==> src/source/cpuPkg.sv <==
`default_nettype none

package cpuPkg;

        localparam int dataWidth = 32;  // width of the shared bus and every register

        typedef enum logic [4:0] {
                ld    = 5'd0,
                ldi   = 5'd1,
                st    = 5'd2,
                add   = 5'd3,
                sub   = 5'd4,
                andOp = 5'd5,
                orOp  = 5'd6,
                outOp = 5'd7,
                halt  = 5'd8
        } opcodeT;

        typedef enum logic [1:0] {
                aluAdd,
                aluSub,
                aluAnd,
                aluOr
        } aluOpT;

        // three-register form used by add, sub, and, or
        typedef struct packed {
                opcodeT      opcode;
                logic [3:0]  ra;
                logic [3:0]  rb;
                logic [3:0]  rc;
                logic [14:0] unused;
        } regFormT;

        typedef struct packed {
                opcodeT      opcode;
                logic [3:0]  ra;
                logic [3:0]  rb;
                logic [18:0] c;  // signed constant, extended in the fetch unit
        } immFormT;

        typedef union packed {
                regFormT regForm;
                immFormT immForm;
        } instrWord;

endpackage

`default_nettype wire
==> src/source/aluUnit.sv <==
`timescale 1ns/10ps
`default_nettype none

module aluUnit import cpuPkg::*; (
        input  logic                 Clock,
        input  logic                 arstN,
        input  logic [dataWidth-1:0] busData,
        input  logic                 yIn,
        input  logic                 zIn,
        input  aluOpT                aluOp,
        output logic [dataWidth-1:0] zValue
);

        logic [dataWidth-1:0] yValue;
        logic [dataWidth-1:0] aluResult;

        always_ff @(posedge Clock or negedge arstN) begin
                if (!arstN)
                        yValue <= '0;
                else if (yIn)
                        yValue <= busData;
        end

        always_comb begin
                case (aluOp)
                        aluSub:  aluResult = yValue - busData;  // Y holds the left operand
                        aluAnd:  aluResult = yValue & busData;
                        aluOr:   aluResult = yValue | busData;
                        default: aluResult = yValue + busData;
                endcase
        end

        always_ff @(posedge Clock or negedge arstN) begin
                if (!arstN)
                        zValue <= '0;
                else if (zIn)
                        zValue <= aluResult;
        end

endmodule

`default_nettype wire

==> config.mk <==
export PLATFORM = sky130hd
export DESIGN_NAME = aluUnit
export DESIGN_NICKNAME = d
export VERILOG_FILES = /design/src/source/cpuPkg.sv /design/src/source/aluUnit.sv
export SDC_FILE = /design/constraint.sdc
export NUM_CORES = 1
export LEC_CHECK = 0
export ABC_AREA = 0
export BUFFER_PORTS_ARGS = -buffer_cell sky130_fd_sc_hd__buf_2
export CAP_MARGIN = 40
export CORE_MARGIN = 2
export CORE_UTILIZATION = 60
export CTS_BUF_LIST = sky130_fd_sc_hd__clkbuf_8 sky130_fd_sc_hd__clkbuf_16
export DETAILED_ROUTE_END_ITERATION = 10
export PLACE_DENSITY = 0.82
export SLEW_MARGIN = 20
export SYNTH_ARGS = -nofsm -noshare
export SYNTH_HDL_FRONTEND = slang
export SYNTH_SLANG_ARGS = --single-unit
==> constraint.sdc <==
create_clock -name Clock -period 8.4 [get_ports Clock]
set_input_delay 1.68 -clock Clock [delete_from_list [all_inputs] [get_ports Clock]]
set_output_delay 1.68 -clock Clock [all_outputs]
set_load 0.005 [all_outputs]
==> summary.txt, run 1 <==
Run status
  • Status: finished, final reports clean

Yosys
  • FF+latch count, synth: 64
  • Yosys Warn Count: 0
  • Synthesized area per cell: 8.65 um^2
  • Synth Net Count: 689
  • Cell variety after synth: 53
  • Synth top area share: 0.301
  • Register area share after synthesis: 0.301
  • Most frequent cell after synthesis: a21oi_1
  • Asr flop ratio synth: 1.00
  • Post-synth EDFFs: 0
  • Synth area leader: dfrtp_1
  • Top area cells in the synthesized netlist: dfrtp_1 30%, ha_1 8.0%, a21oi_1 7.6%, mux2_2 6.8%, xor2_1 4.9%
  • Ys flop type: dfrtp_1
  • Mapped Area: 5330 um^2
  • Synth cell count leaders: 81 x a21oi_1, 68 x nor2_1, 64 x dfrtp_1
  • Synthesized instance count: 616

Worst setup path
  • CP Class: in2reg
  • CP Max Fanout: 8
  • Crit path max-delay cell type: or4_4
  • Worst r2r dst: zValue[31]
  • Max stage delay on crit path: 560 ps
  • Critical path capture point type: flip-flop
  • Arr. time, crit path: 6530 ps
  • Crit path launch type: input port
  • Crit-path cells: buf_2, or4_4, or3_4, nor3_4, nand2_1, nor2_1, nand2_1, nand2_1, xor2_1, ha_1, a21oi_1, o21ai_0, o41ai_1, o21ai_0, a211oi_1, o21bai_1, a2111oi_4, o32ai_1
  • RR Startpoint: yValue[2]
  • CP required: 8610 ps
  • Crit path from: busData[4]
  • Most used cell, CP: nand2_1
  • Worst R2R Path Depth: 10
  • FF-to-FF setup slack: 5020 ps
  • Worst Setup EP: zValue[31]

Power
  • Combinational share of power: 0.405
  • Power Internal: 0.743 mW
  • Sw Ratio: 0.359
  • Net switching power: 0.416 mW
  • Clock power frac: 0.261
  • P_leak: 2.58 nW
  • Register share of total power: 0.335
  • VDD IR max: 110 uV
  • Power Density: 194 nW/um^2

Route
  • Vias: 4849
  • Metal3 WL: 715 um
  • Via/cell ratio: 6.24
  • WL/cell: 17.7 um
  • DRT met1 WL: 6170 um
  • Drt first pass iters: 7
  • DRC Markers: 0
  • DRT iter0 DRCs: 296
  • Final ANT Viol Nets: 0
  • Drt total wl: 13800 um
  • Highest routed metal layer: met4
  • WL met2: 6600 um

Floorplanning
  • Core area: 8680 um^2
  • Initial core utilization: 0.614
  • Chip width: 98.2 um
  • IO Count: 70
  • Die Height: 98.2 um
  • Die area: 9650 um^2
  • Row Count: 34

Clock network
  • Clock sinks: 64
  • Clock tree buffer depth: 2
  • Hold Buf Count CTS: 0
  • TritonCTS clock tree: yes
  • Num CTS Buffers: 9
  • Clock root cell: clkbuf_8
  • Clk slew on worst S/H paths: 70 ps
  • Worst-skew pair later-pin latency: 340 ps
  • Post-cts resize count: 0
  • H-tree depth: 3
  • Post-CTS Setup Inserts: 0

STA
  • Skew final: 6.26 ps
  • Min cycle time layout: 6320 ps
  • Slew Limit Fails: 0
  • F_max: 158 MHz
  • Setup TNS Final: 0 ps
  • Finish-stage setup viols: 0
  • RSZ-0062 raised after global routing: no
  • Final WS setup: 2080 ps
  • Slew headroom: 0.437
  • Worst Max-Slew Pin Slew: 844 ps
  • Fin crit share: 0.752
  • Final hold vios: 0

Global routing
  • Vias in the first global route: 4838
  • Global Route Usage Sum: 0.297
  • Initial antenna violation count: 0
  • GR Overflow Total: 0
  • Largest net degree at the start of global routing: 65
  • Global-route wire length before repair: 23500 um

Final layout
  • Fillcell total: 695
  • Footprint of the multi-input gates: 3520 um^2
  • Fin util: 0.690
  • Post-route design area: 5990 um^2
  • Share of cells above drive strength 1: 0.194
  • NumNets Final: 738
  • Area grow syn2layout: 12.4%
  • Seq. cell area: 1600 um^2
  • Antenna diodes: 0

Place
  • DP HPWL: 9850 um
  • DP Area: 5710 um^2
  • Routability cong.: 0.886
  • Buffers on Ports: 69
  • Setup WS pre-CTS: 1920 ps

Flow run
  • Max-capacitance violation count: 0

Hold path
  • Hold Path Class: reg2reg
## placed cells by master (no fill, tap or decap), types with 4 or more instances in the layout
master | Yosys | final
nor2b_1 | 8 | 8
a31oi_1 | 4 | 4
o41ai_1 | 6 | 6
xor2_1 | 30 | 30
o211ai_1 | 4 | 4
nand3_1 | 9 | 9
o21ai_0 | 34 | 34
a21o_1 | 12 | 12
mux2i_1 | 8 | 8
inv_1 | 18 | 19
nand2_1 | 28 | 28
a21oi_1 | 81 | 81
nand2b_1 | 9 | 9
dfrtp_1 | 64 | 64
maj3_1 | 25 | 25
xnor2_1 | 27 | 27
o31ai_1 | 6 | 6
mux2_2 | 32 | 32
a221o_1 | 4 | 4
nand4_1 | 8 | 8
o21a_1 | 4 | 4
nor4_1 | 5 | 5
nor2_1 | 68 | 68
nor3_1 | 12 | 12
a211oi_1 | 5 | 5
ha_1 | 34 | 34
clkbuf_8 | 0 | 11
buf_2 | 2 | 69
## final cells by class
| type | instances | area share |
|---|---|---|
| clock buffers | 11 | 0.0253 |
| clock inverters | 4 | 0.0115 |
| flip-flops and latches | 64 | 0.267 |
| well taps | 108 | 0.0226 |
| repair buffers | 75 | 0.0748 |
| inverters | 18 | 0.0113 |
| multi-input cells | 497 | 0.587 |
## per-stage QoR
stage | power (mW) | hold WS, ps | instances
after floorplan | 0.718 | 474 | 616
after global placement | 0.838 | 455 | 758
after detailed placement | 0.853 | 464 | 759
after CTS | 1.16 | 480 | 774
after global routing | 1.24 | 496 | 777
final | 1.16 | 479 | 777
## power by group through the flow
stage	Clock [mW]	Combinational, mW	Sequential, mW
final	0.302	0.469	0.388
after global routing	0.321	0.524	0.395
after CTS	0.305	0.464	0.388
after detailed placement	0	0.460	0.393
after global placement	0	0.447	0.391
after floorplan	0	0.325	0.392
## registers in the layout, summed over array words and instances (netlist names)
name,cells
zValue,32
yValue,32
## critical path: cells and delay by family
kind                     cells  cell delay, ps
AND/OR/NAND/NOR              7            1840
buffers and inverters        1             130
adder cells (fa/ha/maj)      1             350
AO/OA/AOI/OAI                8            2330
XOR/XNOR                     1             190
## worst min-delay path by stage
stage               startpoint         end  slack, ps  cells after the start
floorplan           zValue[24]  zValue[24]        470                      1
global placement    zValue[24]  zValue[24]        460                      1
detailed placement  zValue[25]  zValue[25]        460                      1
CTS                 zValue[25]  zValue[25]        480                      1
global route        zValue[25]  zValue[25]        500                      1
finish              zValue[25]  zValue[25]        480                      1
## logic make-up after synthesis
| logic type | Yosys count | share of synthesized area |
|---|---|---|
| AOI/OAI and AO/OA | 177 | 0.204 |
| DFF | 64 | 0.301 |
| adders and majority gates | 60 | 0.131 |
| buffers and inverters | 55 | 0.0392 |
| and+or+nand+nor | 163 | 0.149 |
| xor gates and xnor gates | 57 | 0.0937 |
| muxes | 40 | 0.0827 |
## routing by layer
layer  vias to the layer above  global-route usage
met5                         -                   0
met4                         0               0.116
met3                        27              0.0415
met2                       172               0.495
met1                      2325               0.392
li1                       2325                   -
(Power assumes the default switching activity.)
==> inputs of run 2 (changes only) <==
CORE_UTILIZATION = 54   (was 60)
PLACE_DENSITY = 0.78   (was 0.82)
clock period = 5.26 ns   (was 8.4 ns; I/O delays follow)
==> summary.txt, run 2 (synthesis gave the netlist of run 1 again) <==
Run status
  • Status: finished, final reports clean (unchanged)

Final layout
  • Footprint of the multi-input gates: 3520 um^2 (about the same)
  • Cell Count, Final, Fillers Out: 838 (was 777)
  • Antenna diodes: 0 (unchanged)
  • Fillcell total: 836 (was 695)
  • Most frequent cells in the layout: 81 x a21oi_1, 69 x buf_2, 68 x nor2_1, 64 x dfrtp_1, 41 x buf_4 (was 81 x a21oi_1, 69 x buf_2, 68 x nor2_1, 64 x dfrtp_1)
  • Share of cells above drive strength 1: 0.234 (was 0.194)
  • Commonest non-fill, non-tap cell in the layout: a21oi_1 (unchanged)
  • NumNets Final: 775 (was 738)
  • Seq. cell area: 1600 um^2 (unchanged)
  • Area grow syn2layout: 16.7% (was 12.4%)
  • Biggest regs: yValue x32, zValue x32 (unchanged)

STA
  • Finish-stage setup viols: 0 (unchanged)
  • Fin crit share: 0.953
  • Slew Limit Fails: 0 (unchanged)
  • Skew final: 8.68 ps (was 6.26 ps)
  • Worst Max-Slew Pin Slew: 813 ps (was 844 ps)
  • Min Hold Slack: 478 ps (was 479 ps)
  • F_max: 200 MHz
  • Slew headroom: 0.458 (was 0.437)
  • RSZ-0062 raised after global routing: no (unchanged)
  • Final hold vios: 0 (unchanged)
  • Min cycle time layout: 5010 ps

Worst setup path
  • CP Max Fanout: 3 (was 8)
  • Critical path capture point type: flip-flop (unchanged)
  • Crit path launch type: input port (unchanged)
  • Arr. time, crit path: 5260 ps (was 6530 ps)
  • CP Class: in2reg (unchanged)
  • CP required: 5510 ps (was 8610 ps)

Clock network
  • Clk slew on worst S/H paths: 70 ps (about the same)
  • Post-cts resize count: 0 (unchanged)
  • Worst-skew pair later-pin latency: 370 ps (was 340 ps)
  • Clock tree buffer depth: 2 (unchanged)
  • Clock root cell: clkbuf_8 (unchanged)
  • Hold Buf Count CTS: 0 (unchanged)
  • Num CTS Buffers: 9 (unchanged)
  • H-tree depth: 3 (unchanged)
  • Clock sinks: 64 (unchanged)
  • TritonCTS clock tree: yes (unchanged)
  • Post-CTS Setup Inserts: 0 (unchanged)

Floorplanning
  • Row Count: 36 (was 34)
  • Die Height: 103 um (was 98.2 um)
  • Initial core utilization: 0.550 (was 0.614)
  • Core area: 9680 um^2 (was 8680 um^2)
  • Chip width: 103 um (was 98.2 um)
  • IO Count: 70 (unchanged)
  • Die area: 10700 um^2 (was 9650 um^2)

Place
  • Routability cong.: 0.942 (was 0.886)
  • DP HPWL: 10500 um (was 9850 um)
  • Buffers on Ports: 69 (unchanged)
  • Placed cell count: 823 (was 759)

Global routing
  • GR Overflow Total: 0 (unchanged)
  • Global Route Usage Sum: 0.273 (was 0.297)
  • Initial antenna violation count: 0 (unchanged)
  • Largest net degree at the start of global routing: 65 (unchanged)
  • Global-route wire length before repair: 22500 um (was 23500 um)
  • Vias in the first global route: 4718 (was 4838)

Power
  • P_leak: 2.73 nW (was 2.58 nW)
  • Power Density: 287 nW/um^2 (was 194 nW/um^2)
  • VDD IR max: 127 uV (was 110 uV)
  • Final Total Pwr: 1.78 mW (was 1.16 mW)

Route
  • Final ANT Viol Nets: 0 (unchanged)
  • Drt total wl: 14000 um (was 13800 um)
  • Via/cell ratio: 5.87 (was 6.24)
  • Vias: 4917 (was 4849)
  • DRT iter0 DRCs: 264 (was 296)
  • DRC Markers: 0 (unchanged)
  • Drt first pass iters: 5 (was 7)
  • WL/cell: 16.7 um (was 17.7 um)

Flow run
  • Max-capacitance violation count: 0 (unchanged)

Hold path
  • Hold Path Class: reg2reg (unchanged)
run 2: changes by cell type in the layout (fill, tap and decap cells not counted), sizes merged:
cell	change
buf	+37
clkbuf	-1
inv	+2
bufinv	-2
run 2: critical path, cell delays in order:
cell and delay [ps]:
buf_2 100, or4_4 540, or3_4 370, nor3_4 140, nand2_1 90, or4_4 430, o31ai_1 260, xor2_1 190
ha_1 270, or2_2 310, a21o_1 190, o41ai_2 60, o21ai_0 210, a211oi_1 390, o21bai_1 150, a2111oi_4 370
o32ai_1 120
run 2: per-layer routing:
layer / share of wire / GRT usage
met1: 0.45 / 0.354
met2: 0.49 / 0.462
met3: 0.045 / 0.0349
met5: 0 / 0
met4: 0.021 / 0.114
run 2: metrics by stage:
| stage | setup slack (ps) | cell area [um^2] | TNS [ps] | util |
|---|---|---|---|---|
| final | 248 | 6210 | 0 | 0.642 |
| after CTS | 251 | 6190 | 0 | 0.639 |
| after global placement | -30.5 | 6010 | -30.5 | 0.620 |
| after detailed placement | -123 | 6030 | -290 | 0.623 |
| after global routing | 9.16 | 6210 | 0 | 0.642 |
| after floorplan | 24.6 | 5330 | 0 | - |
run 2: layout make-up:
type | instances | share of cell area
clock inverter | 4 | 0.00262
multi-input combinational | 497 | 0.567
timing repair buffer | 112 | 0.113
clock buffer | 10 | 0.0221
sequential | 64 | 0.258
inverter | 18 | 0.0109
tap | 133 | 0.0268
run 2: power breakdown:
part | switching, mW | internal, mW
logic | 0.432 | 0.371
clock network | 0.189 | 0.173
registers | 0.0505 | 0.569
total | 0.672 | 1.11
run 2: final timing paths:
path                              end        from  depth (start not counted)  slack (ps)
setup / recovery           zValue[31]  busData[4]                         17         250
hold / removal             zValue[25]  zValue[25]                          1         480
setup reg to reg           zValue[30]   yValue[0]                         13        2090
hold reg to reg            zValue[25]  zValue[25]                          1         480
max in group asynchronous  zValue[13]       arstN                          3        4040
min in group asynchronous   yValue[2]       arstN                          2         690
==> inputs of run 3 (changes only) <==
CORE_UTILIZATION = 35   (was 54)
PLACE_DENSITY = default   (was 0.78)
==> summary.txt, run 3 (synthesis gave the netlist of run 1 again) <==
STA
  • Slew headroom: 0.663 (was 0.458)
  • Skew final: 8.47 ps (was 8.68 ps)
  • Final hold vios: 0 (unchanged)
  • Finish-stage setup viols: 0 (unchanged)
  • Final WS setup: 342 ps (was 248 ps)
  • Fin crit share: 0.935 (was 0.953)
  • Setup TNS Final: 0 ps (unchanged)
  • Worst Max-Slew Pin Slew: 506 ps (was 813 ps)
  • Min cycle time layout: 4920 ps (was 5010 ps)
  • Slew Limit Fails: 0 (unchanged)
  • RSZ-0062 raised after global routing: no (unchanged)
  • F_max: 203 MHz (was 200 MHz)

Final layout
  • Area grow syn2layout: 21.6% (was 16.7%)
  • Commonest non-fill, non-tap cell in the layout: a21oi_1 (unchanged)
  • Fillcell total: 1485 (was 836)
  • Most frequent cells in the layout: 81 x a21oi_1, 69 x buf_2, 68 x nor2_1, 64 x dfrtp_1, 45 x buf_4 (was 81 x a21oi_1, 69 x buf_2, 68 x nor2_1, 64 x dfrtp_1, 41 x buf_4)
  • Biggest regs: yValue x32, zValue x32 (unchanged)
  • Seq. cell area: 1600 um^2 (unchanged)
  • Footprint of the multi-input gates: 3530 um^2 (was 3520 um^2)
  • NumNets Final: 780 (was 775)
  • Cell Count, Final, Fillers Out: 901 (was 838)
  • Share of cells above drive strength 1: 0.246 (was 0.234)

Place
  • Placed cell count: 882 (was 823)
  • DP HPWL: 11200 um (was 10500 um)
  • Buffers on Ports: 69 (unchanged)
  • Setup WS pre-CTS: -139 ps (was -123 ps)
  • Routability cong.: 0.882 (was 0.942)

Route
  • Via/cell ratio: 5.40 (was 5.87)
  • Drt first pass iters: 4 (was 5)
  • DRT iter0 DRCs: 317 (was 264)
  • WL/cell: 16.4 um (was 16.7 um)
  • Drt total wl: 14700 um (was 14000 um)
  • Vias: 4866 (was 4917)
  • Final ANT Viol Nets: 0 (unchanged)
  • DRC Markers: 0 (unchanged)

Hold path
  • Hold Path Class: reg2reg (unchanged)

Clock network
  • TritonCTS clock tree: yes (unchanged)
  • Num CTS Buffers: 9 (unchanged)
  • H-tree depth: 3 (unchanged)
  • Clock sinks: 64 (unchanged)
  • Post-CTS Setup Inserts: 0 (unchanged)
  • Clk slew on worst S/H paths: 60 ps (was 70 ps)
  • Clock tree buffer depth: 2 (unchanged)
  • Clock root cell: clkbuf_16 (was clkbuf_8)
  • Worst-skew pair later-pin latency: 340 ps (was 370 ps)

Floorplanning
  • Row Count: 45 (was 36)
  • Initial core utilization: 0.354 (was 0.550)
  • Die Height: 127 um (was 103 um)
  • IO Count: 70 (unchanged)
  • Chip width: 127 um (was 103 um)
  • Die area: 16200 um^2 (was 10700 um^2)
  • Core area: 15000 um^2 (was 9680 um^2)

Power
  • P_leak: 2.81 nW (was 2.73 nW)
  • Power Density: 313 nW/um^2 (was 287 nW/um^2)
  • Final Total Pwr: 2.03 mW (was 1.78 mW)
  • VDD IR max: 155 uV (was 127 uV)

Global routing
  • Vias in the first global route: 4840 (was 4718)
  • GR Overflow Total: 0 (unchanged)
  • Initial antenna violation count: 1 (was 0)
  • Global Route Usage Sum: 0.187 (was 0.273)
  • Largest net degree at the start of global routing: 65 (unchanged)
  • Global-route wire length before repair: 24400 um (was 22500 um)

Worst setup path
  • CP required: 5490 ps (was 5510 ps)
  • CP Max Fanout: 4 (was 3)
  • CP Class: in2reg (unchanged)
  • Critical path capture point type: flip-flop (unchanged)
  • Crit path launch type: input port (unchanged)
  • Arr. time, crit path: 5140 ps (was 5260 ps)

Run status
  • Status: finished, final reports clean (unchanged)

Flow run
  • Max-capacitance violation count: 0 (unchanged)
## run 3: power by group
| part | internal, mW | leakage [nW] | switching [mW] |
|---|---|---|---|
| sequential | 0.570 | 0.741 | 0.0520 |
| combinational | 0.381 | 1.93 | 0.434 |
| clock | 0.362 | 0.142 | 0.228 |
| total | 1.31 | 2.81 | 0.715 |
## run 3: timing repair
item	4_1_cts	5_1_grt
gates resized for setup	0	4
hold buffers	0	0
endpoints found under the setup margin	0	5
## run 3: area by class of cell
| type | count | area share |
|---|---|---|
| multi-input cells | 497 | 0.545 |
| flip-flops and latches | 64 | 0.247 |
| repair buffers | 117 | 0.116 |
| well taps | 188 | 0.0363 |
| clock buffers | 9 | 0.0348 |
| inverters | 18 | 0.0104 |
| clock inverters | 7 | 0.00985 |
| diodes | 1 | 0.000386 |
## run 3: final timing paths
kind                       startpoint          to  slack, ps  depth (start not counted)
max                        busData[4]  zValue[30]        340                         20
min                        zValue[24]  zValue[24]        490                          1
max reg2reg                 yValue[0]  zValue[30]       2190                         13
min reg2reg                zValue[24]  zValue[24]        490                          1
max in group asynchronous       arstN  yValue[12]       3990                          3
min in group asynchronous       arstN  yValue[30]        730                          2
## run 3: per-stage QoR
stage	utilization	hold slack [ps]	cell area, um^2
6_report	0.431	487	6480
5_1_grt	0.431	515	6470
4_1_cts	0.427	492	6410
3_5_place_dp	0.407	470	6120
3_3_place_gp	0.406	460	6100
2_1_floorplan	-	474	5330
## run 3: routing by layer
metal  track usage  wire length [um]  up-vias
met3        0.0369               849       16
met4        0.0569               204        2
met5             0                11        -
met2         0.305              6720      105
met1         0.252              6950     2327
li1              -                 -     2416
## run 3: critical path, cell delays in order
cell,delay [ps]
buf_2,100
or4_4,540
or3_4,360
nor3_4,150
buf_4,150
nand2_1,50
nor2_1,160
nand2_1,140
o31ai_1,260
xor2_1,110
ha_1,400
nand2_1,90
nor3_1,250
a221oi_1,110
o31ai_1,80
a21oi_1,90
o221a_2,290
o311ai_1,330
xnor2_1,120
a221o_1,300
